$ cat src/verilog/stepper_pkg.sv
// Stepper SPI shared definitions
package stepper_pkg;

  // frame and timing sizes
  localparam int spi_frame_bits  = 40;
  localparam int cs_count        = 12;
  localparam int spi_half_period = 8;

  // counter widths derived from the sizes above
  localparam int half_cnt_w = $clog2(spi_half_period);
  localparam int bit_cnt_w  = $clog2(spi_frame_bits + 1);

  // register map, one word each
  localparam logic [31:0] addr_out_upper = 32'h1000_0000;
  localparam logic [31:0] addr_out_lower = 32'h1000_0004;
  localparam logic [31:0] addr_in_upper  = 32'h1000_0008;
  localparam logic [31:0] addr_in_lower  = 32'h1000_000c;
  localparam logic [31:0] addr_config    = 32'h1000_0010;
  localparam logic [31:0] addr_status    = 32'h1000_0014;

  // one-hot register select plus hit flag
  typedef struct packed {
    logic out_upper;
    logic out_lower;
    logic in_upper;
    logic in_lower;
    logic cfg;
    logic status;
    logic hit;
  } reg_sel_t;

  typedef struct packed {
    logic        valid;
    logic [31:0] addr;
    logic [31:0] wdata;
    logic [3:0]  wstrb;
  } bus_req_t;

  typedef struct packed {
    logic        ready;
    logic [31:0] rdata;
  } bus_rsp_t;

  // config word, stored raw and decoded into fields by the engine
  typedef union packed {
    logic [31:0] raw;
    struct packed {
      logic [26:0] unused;
      logic [3:0]  cs_sel;
      logic        send_en;
    } fields;
  } spi_config_u;

  typedef struct packed {
    logic [spi_frame_bits-1:0] tx_data;
    logic [3:0]                cs_sel;
    logic                      send_en;
  } spi_cmd_t;

  typedef struct packed {
    logic [spi_frame_bits-1:0] rx_data;
    logic                      ready;
  } spi_result_t;

  typedef struct packed {
    logic                sck;
    logic                mosi;
    logic [cs_count-1:0] cs_n;
  } spi_pins_t;

endpackage

$ cat src/verilog/bus_decoder.sv
// Bus address decoder
`timescale 1ns/1ps

module bus_decoder
  import stepper_pkg::*;
(
  input  logic     clk_25mhz,
  input  logic     rst,
  input  bus_req_t bus_req,
  output reg_sel_t sel,
  output logic     ready
);

  reg_sel_t dec_sel;
  logic     captured;
  logic     acked;

  // compare the address against the register map
  always_comb begin
    dec_sel = '0;
    case (bus_req.addr)
      addr_out_upper: dec_sel.out_upper = 1'b1;
      addr_out_lower: dec_sel.out_lower = 1'b1;
      addr_in_upper:  dec_sel.in_upper  = 1'b1;
      addr_in_lower:  dec_sel.in_lower  = 1'b1;
      addr_config:    dec_sel.cfg       = 1'b1;
      addr_status:    dec_sel.status    = 1'b1;
      default:        dec_sel           = '0;
    endcase
    dec_sel.hit = dec_sel.out_upper | dec_sel.out_lower | dec_sel.in_upper |
                  dec_sel.in_lower | dec_sel.cfg | dec_sel.status;
  end

  // first valid cycle latches the select, the next one answers
  always_ff @(posedge clk_25mhz) begin
    if (rst) begin
      sel      <= '0;
      ready    <= 1'b0;
      captured <= 1'b0;
      acked    <= 1'b0;
    end else if (!bus_req.valid) begin
      // request over, drop the selects
      sel      <= '0;
      ready    <= 1'b0;
      captured <= 1'b0;
      acked    <= 1'b0;
    end else begin
      if (!captured) begin
        sel      <= dec_sel;
        captured <= 1'b1;
      end
      // single pulse, even while valid is still held
      ready <= captured & ~acked;
      if (captured) begin
        acked <= 1'b1;
      end
    end
  end

endmodule

$ cat src/verilog/spi_io_regs.sv
// SPI register file
`timescale 1ns/1ps

module spi_io_regs
  import stepper_pkg::*;
(
  input  logic        clk_25mhz,
  input  logic        rst,
  input  bus_req_t    bus_req,
  input  reg_sel_t    sel,
  input  logic        ready,
  output logic [31:0] rdata,
  output spi_cmd_t    cmd,
  input  spi_result_t result
);

  logic [31:0] out_upper;
  logic [31:0] out_lower;
  spi_config_u cfg;
  logic [31:0] in_upper;
  logic [31:0] in_lower;
  logic [31:0] status;
  logic        wr_en;

  // any strobe bit writes the full word
  assign wr_en = ready && (bus_req.wstrb != 4'b0000);

  always_ff @(posedge clk_25mhz) begin
    if (rst) begin
      out_upper <= '0;
      out_lower <= '0;
      cfg.raw   <= '0;
    end else if (wr_en) begin
      if (sel.out_upper) begin
        out_upper <= bus_req.wdata;
      end
      if (sel.out_lower) begin
        out_lower <= bus_req.wdata;
      end
      if (sel.cfg) begin
        cfg.raw <= bus_req.wdata;
      end
      // in and status registers are read-only
    end
  end

  // read-only views of the engine result
  assign in_upper = {24'b0, result.rx_data[spi_frame_bits-1:32]};
  assign in_lower = result.rx_data[31:0];
  assign status   = {31'b0, result.ready};

  // readback mux, zero on a miss
  always_comb begin
    rdata = '0;
    if (sel.hit) begin
      if (sel.out_upper) begin
        rdata = out_upper;
      end else if (sel.out_lower) begin
        rdata = out_lower;
      end else if (sel.in_upper) begin
        rdata = in_upper;
      end else if (sel.in_lower) begin
        rdata = in_lower;
      end else if (sel.cfg) begin
        rdata = cfg.raw;
      end else if (sel.status) begin
        rdata = status;
      end
    end
  end

  // frame is upper[7:0] followed by the lower word
  assign cmd.tx_data = {out_upper[7:0], out_lower};
  assign cmd.cs_sel  = cfg.fields.cs_sel;
  assign cmd.send_en = cfg.fields.send_en;

endmodule

$ cat src/verilog/spi_master.sv
// SPI shift engine
`timescale 1ns/1ps

module spi_master
  import stepper_pkg::*;
(
  input  logic        clk_25mhz,
  input  logic        rst,
  input  spi_cmd_t    cmd,
  input  logic        miso,
  output spi_result_t result,
  output spi_pins_t   pins
);

  logic                      send_en_q;
  logic                      start;
  logic                      ready_q;
  logic                      sck_q;
  logic [cs_count-1:0]       cs_n_q;
  logic [cs_count-1:0]       cs_decoded_n;
  logic [spi_frame_bits-1:0] tx_shift;
  logic [spi_frame_bits-1:0] rx_shift;
  logic [spi_frame_bits-1:0] rx_data_q;
  logic [half_cnt_w-1:0]     half_cnt;
  logic [bit_cnt_w-1:0]      bit_cnt;
  logic                      half_done;
  logic                      last_bit;

  // send_en edge detect, only honored when idle
  always_ff @(posedge clk_25mhz) begin
    if (rst) begin
      send_en_q <= 1'b0;
    end else begin
      send_en_q <= cmd.send_en;
    end
  end

  assign start = cmd.send_en && !send_en_q && ready_q;

  // one-hot active-low chip select, none for out-of-range values
  always_comb begin
    cs_decoded_n = '1;
    if (cmd.cs_sel < cs_count) begin
      cs_decoded_n[cmd.cs_sel] = 1'b0;
    end
  end

  assign half_done = (half_cnt == half_cnt_w'(spi_half_period - 1));
  assign last_bit  = (bit_cnt == bit_cnt_w'(spi_frame_bits));

  // control path: sck, cs, bit count and ready
  always_ff @(posedge clk_25mhz) begin
    if (rst) begin
      ready_q   <= 1'b1;
      sck_q     <= 1'b1;
      cs_n_q    <= '1;
      half_cnt  <= '0;
      bit_cnt   <= '0;
      tx_shift  <= '0;
      rx_data_q <= '0;
    end else if (start) begin
      ready_q  <= 1'b0;
      sck_q    <= 1'b1;
      cs_n_q   <= cs_decoded_n;
      half_cnt <= '0;
      bit_cnt  <= '0;
      tx_shift <= cmd.tx_data;
    end else if (!ready_q) begin
      if (!half_done) begin
        half_cnt <= half_cnt + 1'b1;
      end else begin
        half_cnt <= '0;
        if (sck_q && last_bit) begin
          // trailing half period done, release the bus
          cs_n_q    <= '1;
          rx_data_q <= rx_shift;
          ready_q   <= 1'b1;
        end else if (sck_q) begin
          sck_q <= 1'b0;
          // msb is already on mosi for the first bit
          if (bit_cnt != '0) begin
            tx_shift <= {tx_shift[spi_frame_bits-2:0], 1'b0};
          end
        end else begin
          sck_q   <= 1'b1;
          bit_cnt <= bit_cnt + 1'b1;
        end
      end
    end
  end

  // miso sampled on each rising sck edge, msb first
  always_ff @(posedge clk_25mhz) begin
    if (!ready_q && half_done && !sck_q) begin
      rx_shift <= {rx_shift[spi_frame_bits-2:0], miso};
    end
  end

  assign result.rx_data = rx_data_q;
  assign result.ready   = ready_q;

  assign pins.sck  = sck_q;
  assign pins.mosi = tx_shift[spi_frame_bits-1];
  assign pins.cs_n = cs_n_q;

endmodule

$ cat src/verilog/stepper_spi_top.sv
// Stepper SPI subsystem top
`timescale 1ns/1ps

module stepper_spi_top
  import stepper_pkg::*;
(
  input  logic      clk_25mhz,
  input  logic      rst,

  // memory bus from the cpu side
  input  bus_req_t  bus_req,
  output bus_rsp_t  bus_rsp,

  // spi lines to the stepper drivers
  input  logic      miso,
  output spi_pins_t spi_pins
);

  reg_sel_t    sel;
  logic        bus_ready;
  logic [31:0] rdata;
  spi_cmd_t    cmd;
  spi_result_t result;

  // address decode and fixed-latency ready
  bus_decoder i_bus_decoder (
    .clk_25mhz (clk_25mhz),
    .rst       (rst),
    .bus_req   (bus_req),
    .sel       (sel),
    .ready     (bus_ready)
  );

  // bus-visible spi registers
  spi_io_regs i_spi_io_regs (
    .clk_25mhz (clk_25mhz),
    .rst       (rst),
    .bus_req   (bus_req),
    .sel       (sel),
    .ready     (bus_ready),
    .rdata     (rdata),
    .cmd       (cmd),
    .result    (result)
  );

  // 40-bit shift engine
  spi_master i_spi_master (
    .clk_25mhz (clk_25mhz),
    .rst       (rst),
    .cmd       (cmd),
    .miso      (miso),
    .result    (result),
    .pins      (spi_pins)
  );

  assign bus_rsp.ready = bus_ready;
  assign bus_rsp.rdata = rdata;

endmodule

$ cat config.mk
export PLATFORM = sky130hd
export DESIGN_NAME = stepper_spi_top
export DESIGN_NICKNAME = d
export VERILOG_FILES = /design/src/verilog/stepper_pkg.sv /design/src/verilog/bus_decoder.sv /design/src/verilog/spi_io_regs.sv /design/src/verilog/spi_master.sv /design/src/verilog/stepper_spi_top.sv
export SDC_FILE = /design/constraint.sdc
export NUM_CORES = 1
export LEC_CHECK = 0
export BUFFER_PORTS_ARGS = -buffer_cell sky130_fd_sc_hd__clkbuf_2
export CAP_MARGIN = 0
export CORE_MARGIN = 1.5
export CORE_UTILIZATION = 45
export DETAILED_ROUTE_END_ITERATION = 12
export GPL_TIMING_DRIVEN = 1
export PLACE_DENSITY = 0.71
export RECOVER_POWER = 100
export SETUP_SLACK_MARGIN = 0.4
export SKIP_CTS_REPAIR_TIMING = 1
export SLEW_MARGIN = 20
export SYNTH_ARGS = -nofsm -noshare
export SYNTH_HDL_FRONTEND = slang
export SYNTH_HIERARCHICAL = 1
export SYNTH_SLANG_ARGS = --single-unit
export TNS_END_PERCENT = 1
$ cat constraint.sdc
create_clock -name clk_25mhz -period 7 [get_ports clk_25mhz]
set_clock_uncertainty 0.15 [all_clocks]
set_input_delay 0.35 -clock clk_25mhz [delete_from_list [all_inputs] [get_ports clk_25mhz]]
set_output_delay 0.35 -clock clk_25mhz [all_outputs]
set_load 0.01 [all_outputs]
==> flow_summary.ini <==
[worst_setup_path]
slowest_stage = clkbuf_1
path_cells = clkbuf_1 > buf_4 > nand2b_1 > mux2i_1
required_ns = 7.23
path_max_fanout = 107
worstSetupStartpointType = primary input
cpPeakStageDelay_ns = 2.65
critPathKind = in -> reg
arrival_ns = 4.27
end_kind = register
r2r_slack_ns = 3.29

[grt]
grt_pass1_vias = 8390
grt_overflow = 0
grt_start_max_net_pins = 108
grt_pass1_wl_um = 44800
grt_antenna_before_repair = 0
groute.usage.overall_pct = 21.4

[placed_design]
place_ws_ns = 4.08
dp_hpwl_um = 17200
portBuffers = 118
gp_congestion = 0.806

[floorplan]
die_w_um = 160
start_util_pct = 45.8
dieArea_sq_um = 25600
io_pins = 119
die-height_um = 160
std_cell_rows = 57
coreArea_sq_um = 24200

[sta]
holdWs_ns = -0.0109
fmax_ghz = 0.248
rsz0062_at_grt = false
fin_crit_ns = 4.04
worstMarginPinSlew_ns = 3.85
max_slew_margin_pct = -157
setup_ws_ns = 2.96
fin_crit_sh_pct = 57.7
setup_viol = 0
tns_ns = 0
hold_viol_final = 7
report.final.slew_viol_count = 156

[clock_network]
cts_tree = yes
worstSkewPairLatency_ns = 0.53
cts_buffers = 27
clk_pin_slew_ns = 0.06
cts_root_buf = clkbuf_16
cts_max_path_buffers = 3
h-tree-depth = 1
clock-sinks = 250

[status]
violations = hold timing, capacitance limit, slew limit
status = finished, violations left

[yosys]
synthMuxAreaShare_pct = 8.83
async_flop_share_pct = 0
synth_edf_count = 40
avgSynthCellArea_sq_um = 9.64
synth_xor_area_share_pct = 0.552
ys_ff_latch = 250
synth.distinct_cells = 60
synth_compound_area_share_pct = 15.4
synth_area_sq_um = 11100
syn_nets = 1228
synth-adder-area-share_pct = 0.451
yosysSeqAreaShare_pct = 48.7
synth_top_family_by_area = simple AND/OR/NAND/NOR gates
ys_warn_count = 6
synthSimpleGateAreaFrac_pct = 20.6
synth_flop_cell = dfxtp_1
synth_cells = 1152

[power_and_ir_drop]
p_sw_share_pct = 20.7
total_power_uw = 2960
power.leakage_uw = 0.00467
p_comb_share_pct = 2.4
seq_power_share_pct = 49.1
power_density_nw_per_um2 = 237
p_sw_uw = 614
clock_power_share_pct = 48.4
intPower_uw = 2350
ir_drop_mv = 0.155

[layout]
num-nets-final = 1285
mostFrequentLayoutCells = dfxtp_1 (209), nand2_1 (149), nand2b_1 (137), mux2i_1 (98), a21oi_1 (85)
final_common_cell = dfxtp_1
antenna_cells = 0
drive_above_1_share_pct = 12.4
area_growth_pct = 12.7

[route]
wl_um = 28300
drt-initial-drc-count = 838
viasPerCell = 5.60
wl_per_cell_um = 18.2
route.detailed.drc = 0
vias = 8690
antenna_left = 0
dr.pass1.iters = 4

[min_path]
min_path_type = in -> reg

[job]
maxCapViolations = 2
critical path: cells and delay by family:
kind / cells / cell delay (ns)
buf+inv: 2 / 3.48
simple gates: 1 / 0.26
mux: 1 / 0.10
cells by family (layout without fill, tap and decap cells):
family	count (synthesis)	after routing
compound gates	243	243
buf+inv	118	195
mux	98	98
simple gates	432	432
fa+ha+maj	4	4
xor+xnor	7	7
flops	250	250
cell usage after synthesis (all sizes together) (2+ instances only):
cell type / number / share of area, %
ha: 4 / 0.45
o2111a: 24 / 2.4
a211oi: 9 / 0.61
a32o: 4 / 0.36
nand4: 3 / 0.17
a21oi: 85 / 3.8
and3b: 7 / 0.55
nor2b: 28 / 1.6
o211ai: 25 / 1.7
a221oi: 2 / 0.16
o21ai: 26 / 1.2
mux2i: 98 / 8.8
nand3b: 3 / 0.20
o22ai: 6 / 0.34
buf: 50 / 3.2
and2: 2 / 0.12
nor2: 21 / 0.71
o31ai: 5 / 0.34
a21o: 2 / 0.14
nand3: 42 / 1.9
a22oi: 36 / 2.9
inv: 6 / 0.20
clkbuf: 62 / 2.1
and3: 5 / 0.28
a22o: 4 / 0.32
nor3b: 3 / 0.25
or2: 2 / 0.11
nand2: 149 / 5.0
xor2: 6 / 0.47
nor4: 10 / 0.81
o32ai: 2 / 0.16
nor3: 16 / 0.77
edfxtp: 40 / 11
nand2b: 137 / 7.7
dfxtp: 210 / 38
o21bai: 8 / 0.54
layout make-up:
class,instances,area (sq um)
Fill cell,2253,11700
Sequential cell,250,5410
Multi-Input combinational cell,784,5090
Clock buffer,35,746
Timing Repair Buffer,140,704
Tap cell,324,405
Clock inverter,14,150
Inverter,6,22.5
stage by stage:
stage               std cells  cell area (sq um)  util (%)
finish                   1553              12500      51.6
global route             1553              12500      51.6
CTS                      1548              12500      51.8
detailed placement       1499              11700      48.1
global placement         1499              11700      48.1
floorplan                1152              11100         -
flip-flops by register name, summed over array words and instances, names as in the netlist, 3 cells and up:
name	flops
i_spi_io_regs/out_upper	32
i_spi_master/rx_shift	40
i_spi_master/tx_shift	40
i_spi_io_regs/cfg	32
i_spi_master/half_cnt	3
i_spi_master/rx_data_q	40
i_spi_master/bit_cnt	6
i_spi_master/cs_n_q	12
i_spi_io_regs/out_lower	32
i_bus_decoder/sel	7
layer usage:
| layer | track usage (%) | part of all wire [%] | vias up |
|---|---|---|---|
| li1 | - | - | 4154 |
| met1 | 28.2 | 44 | 4245 |
| met2 | 36.8 | 49 | 243 |
| met3 | 2.75 | 5.3 | 48 |
| met4 | 6.37 | 2.1 | 0 |
| met5 | 0 | 0 | - |
worst paths after layout:
kind / startpoint / endpoint / depth (start not counted)
worst max-delay path: rst / i_spi_io_regs/cfg[16] / 4
worst min-delay path: bus_req[25] / i_spi_io_regs/cfg[21] / 3
worst min register to register: i_bus_decoder/acked / i_bus_decoder/ready / 1
worst max register to register: i_spi_master/half_cnt[0] / i_spi_master/bit_cnt[4] / 7
power by group through the flow:
stage	clock network [uW]	logic, uW	registers [uW]
finish	1440	72.4	1460
global route	1520	78.4	1450
floorplan	0	37.5	1490
global placement	0	68.0	1490
CTS	1450	68.8	1460
detailed placement	0	68.5	1490
(Power assumes the default switching activity.)
